==> config.mk <==
export PLATFORM = sky130hd
export DESIGN_NAME = proc_top
export DESIGN_NICKNAME = d
export VERILOG_FILES = /design/src/hdl/proc_pkg.sv /design/src/hdl/proc_top.sv /design/src/hdl/proc_ctrl.sv /design/src/hdl/proc_bypass_queue.sv /design/src/hdl/proc_exec.sv /design/src/hdl/proc_regfile.sv /design/src/hdl/proc_decode.sv
export VERILOG_INCLUDE_DIRS = /design/src /design/src/include
export SDC_FILE = /design/constraint.sdc
export NUM_CORES = 2
export LEC_CHECK = 0
export BUFFER_PORTS_ARGS = -buffer_cell sky130_fd_sc_hd__clkbuf_2
export CORE_ASPECT_RATIO = 0.8
export CORE_MARGIN = 1
export CORE_UTILIZATION = 40
export DETAILED_ROUTE_END_ITERATION = 7
export HOLD_SLACK_MARGIN = 0.05
export PLACE_DENSITY = 0.55
export RECOVER_POWER = 25
export SLEW_MARGIN = 20
export SYNTH_ARGS = -nofsm -noshare
export SYNTH_HDL_FRONTEND = slang
export SYNTH_SLANG_ARGS = --single-unit
export TNS_END_PERCENT = 5
==> constraint.sdc <==
create_clock -name clk -period 18.9 [get_ports clk]
set_input_delay 1.89 -clock clk [delete_from_list [all_inputs] [get_ports clk]]
set_output_delay 1.89 -clock clk [all_outputs]
set_load 0.03 [all_outputs]
==> src/include/proc_macros.svh <==
// ------------------------------------------------
// Word width, reset PC, memory message codes and
// the encodings of the kept RV32I subset only
// ------------------------------------------------
`ifndef PROC_MACROS_SVH
`define PROC_MACROS_SVH

`define PROC_XLEN      32
`define PROC_NREGS     32
`define PROC_RESET_PC  32'h0000_0200

// Memory message type codes
`define PROC_MEM_READ   3'd0
`define PROC_MEM_WRITE  3'd1

// Opcodes
`define PROC_OP_REG     7'b0110011
`define PROC_OP_IMM     7'b0010011
`define PROC_OP_LOAD    7'b0000011
`define PROC_OP_STORE   7'b0100011
`define PROC_OP_BRANCH  7'b1100011
`define PROC_OP_SYSTEM  7'b1110011

// Funct3 and funct7 fields
`define PROC_F3_ADD     3'b000
`define PROC_F3_XOR     3'b100
`define PROC_F3_OR      3'b110
`define PROC_F3_AND     3'b111
`define PROC_F3_LW      3'b010
`define PROC_F3_SW      3'b010
`define PROC_F3_BNE     3'b001
`define PROC_F3_CSRR    3'b010
`define PROC_F3_CSRW    3'b001
`define PROC_F7_BASE    7'b0000000
`define PROC_F7_SUB     7'b0100000

// Manager CSRs
`define PROC_CSR_MNGR2PROC  12'hFC0
`define PROC_CSR_PROC2MNGR  12'h7C0

`endif
==> src/hdl/proc_pkg.sv <==
// ------------------------------------------------
// Shared types of the multicycle core
// Memory messages are fixed at 4-byte accesses
// ------------------------------------------------
`include "proc_macros.svh"

package proc_pkg;

  // ------------------------------------------------
  // Memory messages
  // ------------------------------------------------
  typedef struct packed {
    logic [2:0]            type_;
    logic [7:0]            opaque;
    logic [`PROC_XLEN-1:0] addr;
    logic [1:0]            len;
    logic [`PROC_XLEN-1:0] data;
  } mem_req_t;

  typedef struct packed {
    logic [2:0]            type_;
    logic [7:0]            opaque;
    logic [1:0]            test;
    logic [1:0]            len;
    logic [`PROC_XLEN-1:0] data;
  } mem_resp_t;

  // ------------------------------------------------
  // Decoded instruction
  // ------------------------------------------------
  typedef enum logic [2:0] {
    ALU_ADD,
    ALU_SUB,
    ALU_AND,
    ALU_OR,
    ALU_XOR
  } alu_op_t;

  // All flags low means the word runs as a no-op
  typedef struct packed {
    logic [4:0]            rd;
    logic [4:0]            rs1;
    logic [4:0]            rs2;
    alu_op_t               alu_op;
    logic                  use_imm;
    logic                  reg_write;
    logic                  is_load;
    logic                  is_store;
    logic                  is_bne;
    logic                  is_csrr;
    logic                  is_csrw;
    logic [`PROC_XLEN-1:0] imm;
    logic [11:0]           csr;
  } dec_t;

endpackage

==> src/hdl/proc_top.sv <==
// ------------------------------------------------
// Multicycle RV32I subset core, top level
// dmem requests and proc2mngr words leave through
// one-entry bypass queues
// ------------------------------------------------
`timescale 1ns/1ps
`include "proc_macros.svh"

module proc_top (
  input  logic                  clk,
  input  logic                  reset,
  output proc_pkg::mem_req_t    imem_req_msg_o,
  output logic                  imem_req_val_o,
  input  logic                  imem_req_rdy_i,
  input  proc_pkg::mem_resp_t   imem_resp_msg_i,
  input  logic                  imem_resp_val_i,
  output logic                  imem_resp_rdy_o,
  output proc_pkg::mem_req_t    dmem_req_msg_o,
  output logic                  dmem_req_val_o,
  input  logic                  dmem_req_rdy_i,
  input  proc_pkg::mem_resp_t   dmem_resp_msg_i,
  input  logic                  dmem_resp_val_i,
  output logic                  dmem_resp_rdy_o,
  input  logic [`PROC_XLEN-1:0] mngr2proc_msg_i,
  input  logic                  mngr2proc_val_i,
  output logic                  mngr2proc_rdy_o,
  output logic [`PROC_XLEN-1:0] proc2mngr_msg_o,
  output logic                  proc2mngr_val_o,
  input  logic                  proc2mngr_rdy_i
);

  proc_pkg::dec_t        dec;
  proc_pkg::mem_req_t    dmem_enq_msg;
  logic                  dmem_enq_val, dmem_enq_rdy;
  logic [`PROC_XLEN-1:0] p2m_enq_msg;
  logic                  p2m_enq_val, p2m_enq_rdy;
  logic [`PROC_XLEN-1:0] inst, rs1_data, rs2_data, alu_result, mem_addr, wr_data;
  logic                  branch_taken, wr_en;
  logic [4:0]            wr_addr;

  proc_ctrl i_ctrl (
    .clk, .reset,
    .dec_i (dec), .alu_result_i (alu_result), .mem_addr_i (mem_addr),
    .branch_taken_i (branch_taken), .rs1_data_i (rs1_data), .rs2_data_i (rs2_data),
    .inst_o (inst), .pc_o (),
    .wr_en_o (wr_en), .wr_addr_o (wr_addr), .wr_data_o (wr_data),
    .imem_req_msg_o, .imem_req_val_o, .imem_req_rdy_i,
    .imem_resp_msg_i, .imem_resp_val_i, .imem_resp_rdy_o,
    .dmem_enq_msg_o (dmem_enq_msg), .dmem_enq_val_o (dmem_enq_val),
    .dmem_enq_rdy_i (dmem_enq_rdy),
    .dmem_resp_msg_i, .dmem_resp_val_i, .dmem_resp_rdy_o,
    .mngr2proc_msg_i, .mngr2proc_val_i, .mngr2proc_rdy_o,
    .p2m_enq_msg_o (p2m_enq_msg), .p2m_enq_val_o (p2m_enq_val),
    .p2m_enq_rdy_i (p2m_enq_rdy)
  );

  proc_decode i_decode (.inst_i (inst), .dec_o (dec));

  proc_regfile i_regfile (
    .clk, .reset,
    .rs1_addr_i (dec.rs1), .rs2_addr_i (dec.rs2),
    .rs1_data_o (rs1_data), .rs2_data_o (rs2_data),
    .wr_en_i (wr_en), .wr_addr_i (wr_addr), .wr_data_i (wr_data)
  );

  proc_exec i_exec (
    .dec_i (dec), .rs1_data_i (rs1_data), .rs2_data_i (rs2_data),
    .alu_result_o (alu_result), .mem_addr_o (mem_addr), .branch_taken_o (branch_taken)
  );

  // ------------------------------------------------
  // Output queues
  // ------------------------------------------------
  proc_bypass_queue #(.T (proc_pkg::mem_req_t)) i_dmem_queue (
    .clk, .reset,
    .enq_msg_i (dmem_enq_msg), .enq_val_i (dmem_enq_val), .enq_rdy_o (dmem_enq_rdy),
    .deq_msg_o (dmem_req_msg_o), .deq_val_o (dmem_req_val_o), .deq_rdy_i (dmem_req_rdy_i)
  );

  proc_bypass_queue #(.T (logic [`PROC_XLEN-1:0])) i_p2m_queue (
    .clk, .reset,
    .enq_msg_i (p2m_enq_msg), .enq_val_i (p2m_enq_val), .enq_rdy_o (p2m_enq_rdy),
    .deq_msg_o (proc2mngr_msg_o), .deq_val_o (proc2mngr_val_o), .deq_rdy_i (proc2mngr_rdy_i)
  );

endmodule

==> src/hdl/proc_ctrl.sv <==
// ------------------------------------------------
// Multicycle FSM: idle, fetch request, fetch wait,
// execute, memory wait. One instruction at a time,
// PC held in place under any back-pressure
// ------------------------------------------------
`timescale 1ns/1ps
`include "proc_macros.svh"

module proc_ctrl (
  input  logic                  clk,
  input  logic                  reset,
  input  proc_pkg::dec_t        dec_i,
  input  logic [`PROC_XLEN-1:0] alu_result_i,
  input  logic [`PROC_XLEN-1:0] mem_addr_i,
  input  logic                  branch_taken_i,
  input  logic [`PROC_XLEN-1:0] rs1_data_i,
  input  logic [`PROC_XLEN-1:0] rs2_data_i,
  output logic [`PROC_XLEN-1:0] inst_o,
  output logic [`PROC_XLEN-1:0] pc_o,
  output logic                  wr_en_o,
  output logic [4:0]            wr_addr_o,
  output logic [`PROC_XLEN-1:0] wr_data_o,
  output proc_pkg::mem_req_t    imem_req_msg_o,
  output logic                  imem_req_val_o,
  input  logic                  imem_req_rdy_i,
  input  proc_pkg::mem_resp_t   imem_resp_msg_i,
  input  logic                  imem_resp_val_i,
  output logic                  imem_resp_rdy_o,
  output proc_pkg::mem_req_t    dmem_enq_msg_o,
  output logic                  dmem_enq_val_o,
  input  logic                  dmem_enq_rdy_i,
  input  proc_pkg::mem_resp_t   dmem_resp_msg_i,
  input  logic                  dmem_resp_val_i,
  output logic                  dmem_resp_rdy_o,
  input  logic [`PROC_XLEN-1:0] mngr2proc_msg_i,
  input  logic                  mngr2proc_val_i,
  output logic                  mngr2proc_rdy_o,
  output logic [`PROC_XLEN-1:0] p2m_enq_msg_o,
  output logic                  p2m_enq_val_o,
  input  logic                  p2m_enq_rdy_i
);

  typedef enum logic [2:0] {S_IDLE, S_FREQ, S_FWAIT, S_EXEC, S_MWAIT} state_t;

  state_t                state_q, state_d;
  logic [`PROC_XLEN-1:0] pc_q, pc_d;
  logic [`PROC_XLEN-1:0] inst_q;

  // ------------------------------------------------
  // Outgoing messages
  // ------------------------------------------------
  assign imem_req_msg_o = '{type_: `PROC_MEM_READ, opaque: 8'd0, addr: pc_q,
                            len: 2'd0, data: '0};
  assign dmem_enq_msg_o = '{type_: dec_i.is_store ? `PROC_MEM_WRITE : `PROC_MEM_READ,
                            opaque: 8'd0, addr: mem_addr_i, len: 2'd0, data: rs2_data_i};
  assign p2m_enq_msg_o  = rs1_data_i;
  assign inst_o         = inst_q;
  assign pc_o           = pc_q;
  assign wr_addr_o      = dec_i.rd;

  // ------------------------------------------------
  // Next state, handshakes and writeback
  // ------------------------------------------------
  always_comb begin
    state_d         = state_q;
    pc_d            = pc_q;
    imem_req_val_o  = 1'b0;
    imem_resp_rdy_o = 1'b0;
    dmem_enq_val_o  = 1'b0;
    dmem_resp_rdy_o = 1'b0;
    mngr2proc_rdy_o = 1'b0;
    p2m_enq_val_o   = 1'b0;
    wr_en_o         = 1'b0;
    wr_data_o       = alu_result_i;
    case (state_q)
      S_IDLE: state_d = S_FREQ;
      S_FREQ: begin
        imem_req_val_o = 1'b1;
        if (imem_req_rdy_i) state_d = S_FWAIT;
      end
      S_FWAIT: begin
        imem_resp_rdy_o = 1'b1;
        if (imem_resp_val_i) state_d = S_EXEC;
      end
      S_EXEC: begin
        if (dec_i.is_csrr) begin
          mngr2proc_rdy_o = 1'b1;
          wr_data_o       = mngr2proc_msg_i;
          wr_en_o         = mngr2proc_val_i;
          if (mngr2proc_val_i) state_d = S_IDLE;
        end else if (dec_i.is_csrw) begin
          p2m_enq_val_o = 1'b1;
          if (p2m_enq_rdy_i) state_d = S_IDLE;
        end else if (dec_i.is_load || dec_i.is_store) begin
          dmem_enq_val_o = 1'b1;
          if (dmem_enq_rdy_i) state_d = S_MWAIT;
        end else begin
          // ALU ops, BNE and no-ops finish here
          wr_en_o = dec_i.reg_write;
          state_d = S_IDLE;
        end
        if (state_d != S_EXEC) begin
          pc_d = branch_taken_i ? pc_q + dec_i.imm : pc_q + 32'd4;
        end
      end
      S_MWAIT: begin
        dmem_resp_rdy_o = 1'b1;
        wr_data_o       = dmem_resp_msg_i.data;
        wr_en_o         = dmem_resp_val_i && dec_i.is_load;
        if (dmem_resp_val_i) state_d = S_IDLE;
      end
      default: state_d = S_IDLE;
    endcase
    wr_en_o = wr_en_o && (dec_i.rd != '0);
  end

  always_ff @(posedge clk) begin
    if (reset) begin
      state_q <= S_IDLE;
      pc_q    <= `PROC_RESET_PC;
    end else begin
      state_q <= state_d;
      pc_q    <= pc_d;
    end
  end

  // Instruction register
  always_ff @(posedge clk) begin
    if (imem_resp_val_i && imem_resp_rdy_o) begin
      inst_q <= imem_resp_msg_i.data;
    end
  end

  a_fetch_only_in_freq: assert property (@(posedge clk) disable iff (reset)
    imem_req_val_o |-> state_q == S_FREQ);

  // Fetch request held stable until the memory takes it
  a_fetch_held: assert property (@(posedge clk) disable iff (reset)
    imem_req_val_o && !imem_req_rdy_i |=> imem_req_val_o && $stable(imem_req_msg_o));

  a_no_x0_write: assert property (@(posedge clk) disable iff (reset)
    wr_en_o |-> dec_i.rd != '0);

endmodule

==> src/hdl/proc_bypass_queue.sv <==
// ------------------------------------------------
// One-entry bypass queue, valid/ready on both sides
// An enqueue into an empty queue is visible on the
// dequeue side in the same cycle
// ------------------------------------------------
`timescale 1ns/1ps

module proc_bypass_queue #(
  parameter type T = logic [31:0]
) (
  input  logic clk,
  input  logic reset,
  input  T     enq_msg_i,
  input  logic enq_val_i,
  output logic enq_rdy_o,
  output T     deq_msg_o,
  output logic deq_val_o,
  input  logic deq_rdy_i
);

  logic full_q;
  T     entry_q;

  assign enq_rdy_o = !full_q;
  assign deq_val_o = full_q || enq_val_i;
  assign deq_msg_o = full_q ? entry_q : enq_msg_i;

  always_ff @(posedge clk) begin
    if (reset) begin
      full_q <= 1'b0;
    end else if (full_q) begin
      full_q <= !deq_rdy_i;
    end else begin
      // Capture only when the bypass path was not taken
      full_q <= enq_val_i && !deq_rdy_i;
    end
  end

  // Payload register
  always_ff @(posedge clk) begin
    if (!full_q && enq_val_i && !deq_rdy_i) begin
      entry_q <= enq_msg_i;
    end
  end

  // Stored word stays in place until it leaves
  a_no_enq_when_full: assert property (@(posedge clk) disable iff (reset)
    full_q && !deq_rdy_i |=> full_q && $stable(entry_q));

  // A stalled bypass word is held and offered again next cycle
  a_stalled_word_kept: assert property (@(posedge clk) disable iff (reset)
    enq_val_i && enq_rdy_o && !deq_rdy_i |=> deq_val_o && deq_msg_o == $past(enq_msg_i));

endmodule

==> src/hdl/proc_exec.sv <==
// ------------------------------------------------
// ALU, address adder and BNE compare
// Pure combinational, no overflow detection
// ------------------------------------------------
`timescale 1ns/1ps
`include "proc_macros.svh"

module proc_exec (
  input  proc_pkg::dec_t        dec_i,
  input  logic [`PROC_XLEN-1:0] rs1_data_i,
  input  logic [`PROC_XLEN-1:0] rs2_data_i,
  output logic [`PROC_XLEN-1:0] alu_result_o,
  output logic [`PROC_XLEN-1:0] mem_addr_o,
  output logic                  branch_taken_o
);

  logic [`PROC_XLEN-1:0] op_b;

  // ADDI takes the immediate, register ops take rs2
  assign op_b = dec_i.use_imm ? dec_i.imm : rs2_data_i;

  always_comb begin
    case (dec_i.alu_op)
      proc_pkg::ALU_ADD: alu_result_o = rs1_data_i + op_b;
      proc_pkg::ALU_SUB: alu_result_o = rs1_data_i - op_b;
      proc_pkg::ALU_AND: alu_result_o = rs1_data_i & op_b;
      proc_pkg::ALU_OR:  alu_result_o = rs1_data_i | op_b;
      proc_pkg::ALU_XOR: alu_result_o = rs1_data_i ^ op_b;
      default:           alu_result_o = '0;
    endcase
  end

  assign mem_addr_o     = rs1_data_i + dec_i.imm;
  assign branch_taken_o = dec_i.is_bne && (rs1_data_i != rs2_data_i);

endmodule

==> src/hdl/proc_regfile.sv <==
// ------------------------------------------------
// 2R1W register file, combinational reads
// x0 reads as zero and ignores writes
// ------------------------------------------------
`timescale 1ns/1ps
`include "proc_macros.svh"

module proc_regfile (
  input  logic                  clk,
  input  logic                  reset,
  input  logic [4:0]            rs1_addr_i,
  input  logic [4:0]            rs2_addr_i,
  output logic [`PROC_XLEN-1:0] rs1_data_o,
  output logic [`PROC_XLEN-1:0] rs2_data_o,
  input  logic                  wr_en_i,
  input  logic [4:0]            wr_addr_i,
  input  logic [`PROC_XLEN-1:0] wr_data_i
);

  logic [`PROC_XLEN-1:0] regs [`PROC_NREGS];

  always_ff @(posedge clk) begin
    if (reset) begin
      for (int i = 0; i < `PROC_NREGS; i++) begin
        regs[i] <= '0;
      end
    end else if (wr_en_i && wr_addr_i != '0) begin
      regs[wr_addr_i] <= wr_data_i;
    end
  end

  assign rs1_data_o = (rs1_addr_i == '0) ? '0 : regs[rs1_addr_i];
  assign rs2_data_o = (rs2_addr_i == '0) ? '0 : regs[rs2_addr_i];

endmodule

==> src/hdl/proc_decode.sv <==
// ------------------------------------------------
// Instruction decoder for the kept subset
// Anything else, including other CSRs, is a no-op
// ------------------------------------------------
`timescale 1ns/1ps
`include "proc_macros.svh"

module proc_decode (
  input  logic [`PROC_XLEN-1:0] inst_i,
  output proc_pkg::dec_t        dec_o
);

  logic [6:0]            opcode;
  logic [2:0]            funct3;
  logic [6:0]            funct7;
  logic [`PROC_XLEN-1:0] imm_i;
  logic [`PROC_XLEN-1:0] imm_s;
  logic [`PROC_XLEN-1:0] imm_b;

  assign opcode = inst_i[6:0];
  assign funct3 = inst_i[14:12];
  assign funct7 = inst_i[31:25];

  // Sign-extended immediates
  assign imm_i = {{20{inst_i[31]}}, inst_i[31:20]};
  assign imm_s = {{20{inst_i[31]}}, inst_i[31:25], inst_i[11:7]};
  assign imm_b = {{19{inst_i[31]}}, inst_i[31], inst_i[7], inst_i[30:25], inst_i[11:8], 1'b0};

  always_comb begin
    dec_o        = '0;
    dec_o.rd     = inst_i[11:7];
    dec_o.rs1    = inst_i[19:15];
    dec_o.rs2    = inst_i[24:20];
    dec_o.csr    = inst_i[31:20];
    dec_o.alu_op = proc_pkg::ALU_ADD;
    case (opcode)
      `PROC_OP_REG: begin
        // SUB is the only kept op with a nonzero funct7
        if (funct7 == `PROC_F7_BASE ||
            (funct7 == `PROC_F7_SUB && funct3 == `PROC_F3_ADD)) begin
          dec_o.reg_write = 1'b1;
          case (funct3)
            `PROC_F3_ADD: dec_o.alu_op = funct7[5] ? proc_pkg::ALU_SUB : proc_pkg::ALU_ADD;
            `PROC_F3_XOR: dec_o.alu_op = proc_pkg::ALU_XOR;
            `PROC_F3_OR:  dec_o.alu_op = proc_pkg::ALU_OR;
            `PROC_F3_AND: dec_o.alu_op = proc_pkg::ALU_AND;
            default:      dec_o.reg_write = 1'b0;
          endcase
        end
      end
      `PROC_OP_IMM: begin
        if (funct3 == `PROC_F3_ADD) begin
          dec_o.use_imm   = 1'b1;
          dec_o.reg_write = 1'b1;
          dec_o.imm       = imm_i;
        end
      end
      `PROC_OP_LOAD: begin
        dec_o.is_load   = (funct3 == `PROC_F3_LW);
        dec_o.reg_write = (funct3 == `PROC_F3_LW);
        dec_o.imm       = imm_i;
      end
      `PROC_OP_STORE: begin
        dec_o.is_store = (funct3 == `PROC_F3_SW);
        dec_o.imm      = imm_s;
      end
      `PROC_OP_BRANCH: begin
        dec_o.is_bne = (funct3 == `PROC_F3_BNE);
        dec_o.imm    = imm_b;
      end
      `PROC_OP_SYSTEM: begin
        dec_o.is_csrr = (funct3 == `PROC_F3_CSRR) && (dec_o.csr == `PROC_CSR_MNGR2PROC);
        dec_o.is_csrw = (funct3 == `PROC_F3_CSRW) && (dec_o.csr == `PROC_CSR_PROC2MNGR);
      end
      default: ;
    endcase
  end

endmodule

==> out/results.txt <==
Status: finished, violations left
Violated checks: max-capacitance violations, max-slew violations
HPWL after DPL: 167000 µm
Sw frac: 30.1%
Most area-consuming cells after synthesis: edfxtp_1 (50%), mux4_2 (16%), nor2_1 (6.3%), mux2i_1 (3.0%), ha_1 (2.9%)
Synthesized instance count: 5492
TritonCTS clock tree: yes
Buf/Inv on CP: 5
Post-route minimum period: 15.12 ns
Largest net degree at the start of global routing: 105
Comb pwr share: 17.6%
Fin crit share: 80.0%
Total Routed Length: 259000 µm
Synth top area share: 50.2%
Crit path kind: register to output pin
M1 GR Usage: 42.6%
Port Buffers: 238
Synthesized area: 0.0689 mm²
Synth Flop Type: edfxtp_1
CTS root buf: clkbuf_16
Worst hold slack: 0.500 ns
H-tree Lvls: 3
Worst EP arrival: 13.23 ns
Internal power: 4.61 mW
Clock share of power: 36.3%
Most common library cells after synthesis: nor2_1 (1154), edfxtp_1 (1153), mux4_2 (480), clkbuf_1 (302), nand2_1 (228)
Synthesis-stage register bit count: 1200
Final Instance Count excl. Fillers: 7974
Vias in the first global route: 47645
Dpl ws: 8.89 ns
Req. time, crit path: 17.01 ns
Fill count: 15542
Final Max Tran Viols: 980
Placeable Area: 0.170 mm²
Register area share after synthesis: 51.6%
Pwr Density: 86.6 mW/mm²
Die height: 373 µm
Max Freq: 66.1 MHz
Die ar.: 0.174 mm²
Critical-path top delay cell: clkbuf_1
Cells along the critical path: buf_4 -> clkbuf_1 -> mux4_2 -> mux2i_1 -> a221oi_1 -> o21ai_0 -> inv_1 -> ha_1 -> a2111o_1 -> a21oi_1 -> o31ai_1 -> buf_4 -> a41oi_1 -> o31a_1 -> o21ai_0 -> or4_1 -> a31oi_1 -> xnor2_1 -> mux2_2 -> clkbuf_2
Leak Pwr: 27.8 nW
Final-report setup violation count: 0
M3 GR Usage: 7.84%
DR iter-0 viols: 7392
M2 GR Usage: 41.7%
Cell accounting for the most synthesized area: edfxtp_1
First-pass GRT wire length: 363000 µm
CTS clk-pin slew, worst paths: 0.06 ns
Gr busiest metal: met1
CTS Buffer Depth: 3
Yosys Warn Count: 0
# placed instances: 7754
Number of synthesized flops with an enable pin: 1153
Vias post-DR: 50529
RSZ-0062 raised after global routing: false
Number of max-cap violations: 30
Drt first pass iters: 6
Hold Vio Cnt, Final: 0
IO Count: 326
Die Wd: 466 µm
Clock sink count: 1200
Fin nets: 5910
CTS resizes: 0
Worst Hold Class: register to register
Tightest Pin Transition: 6.18 ns
Starting Density: 40.5%
Gr usage total: 29.3%
Crit end category: output pin
Post-synthesis cell type count: 103
Worst vdd ir: 0.0840 mV
Num CTS Buffers: 118
Routability cong.: 0.945
Post-CTS Setup Inserts: 0
Worst relative slew slack: -312%
Num rows: 135
Avg WL per Cell: 32.5 µm
Setup_tns: 0 ns
Post-synth ARST share: 0%
Share of cells above drive strength 1: 20.7%
Peak fanout along the critical path: 73
Initial antenna violation count: 7
Crit path max-delay family: buffers and inverters
CP max stage delay: 4.33 ns
DRC viols: 0
Most common cell in the netlist: nor2_1
Layout Skew: 0.0720 ns
Overflow after GRT: 0
Syn_area_per_cell: 12.6 µm²
Area Overhead vs Synth: 10.4%
Via density: 6.34
Final worst slack: 3.78 ns
Clk_lat worst skew: 0.80 ns
Part of the power in registers: 46.1%
CTS Hold Buffers Added: 0
Crit start category: register
DRT antenna net count: 0
Net Sw Power: 1.99 mW
-- state kept, by name (all words and copies together) (netlist names), named ones only --
name and cells:
i_regfile.regs 1024, i_dmem_queue.full_q 1, i_p2m_queue.entry_q 32, i_dmem_queue.entry_q 65, i_ctrl.inst_o 32, i_ctrl.state_q 3, i_ctrl.pc_o 32, i_p2m_queue.full_q 1
-- power by group through the flow --
stage	sequential, mW	combinational, mW	clock (mW)
global route	3.05	1.21	2.50
CTS	3.04	1.14	2.41
detailed placement	3.09	1.14	0
global placement	3.09	1.13	0
floorplan	3.07	0.708	0
finish	3.04	1.16	2.39
-- kinds of logic after synthesis --
kind of cell / after synthesis / synth area share [%]
other: 1 / 0.00544
and+or+nand+nor: 1745 / 10.8
muxes: 757 / 20.1
adders and majority gates: 162 / 2.97
DFF: 1200 / 51.6
buffers and inverters: 651 / 4.81
AOI/OAI and AO/OA: 838 / 7.93
xor gates and xnor gates: 138 / 1.75
-- area by class of cell --
class / instances / area, µm² / area share [%]
clock inverters: 83 / 741 / 0.973
repair buffers: 428 / 2460 / 3.24
clock buffers: 135 / 3020 / 3.96
diodes: 2 / 5.00 / 0.00658
multi-input cells: 3729 / 31000 / 40.7
inverters: 137 / 514 / 0.676
well taps: 2260 / 2830 / 3.71
flip-flops and latches: 1200 / 35600 / 46.8
-- metal layers --
layer,wire length [µm],share of wire (%)
met4,11000,4.2
met2,110000,42
met5,26,0.010
met1,106000,41
met3,32900,13
-- cell usage in the layout, fill, tap and decap left out, types with 89 or more instances in the layout --
master,Yosys,layout
a22oi_1,107,108
edfxtp_1,1153,1153
ha_1,159,159
clkbuf_16,0,118
inv_1,133,133
nor2_1,1154,1147
nand2_1,228,198
buf_4,110,149
clkbuf_1,302,106
xnor2_1,100,100
mux2i_1,204,204
a21oi_1,201,194
clkbuf_2,0,186
conb_1,1,89
o21ai_0,159,167
mux4_2,480,480
-- final timing paths --
kind	end	slack, ns	start	cells after the start
setup / recovery	dmem_req_msg_o[65]	3.78	register	20
hold / removal	register	0.50	i_ctrl.inst_o[17]	1
setup reg to reg	i_regfile.regs[9][25]	5.58	register	26
hold reg to reg	register	0.50	i_ctrl.inst_o[17]	1
-- stage by stage --
step | utilization [%] | cell area, µm² | power, mW
6_report | 44.7 | 76100 | 6.59
5_1_grt | 44.7 | 76100 | 6.76
4_1_cts | 44.9 | 76400 | 6.58
3_5_place_dp | 42.7 | 72700 | 4.23
3_3_place_gp | 42.7 | 72700 | 4.22
2_1_floorplan | - | 69300 | 3.78
(Power assumes the default switching activity.)
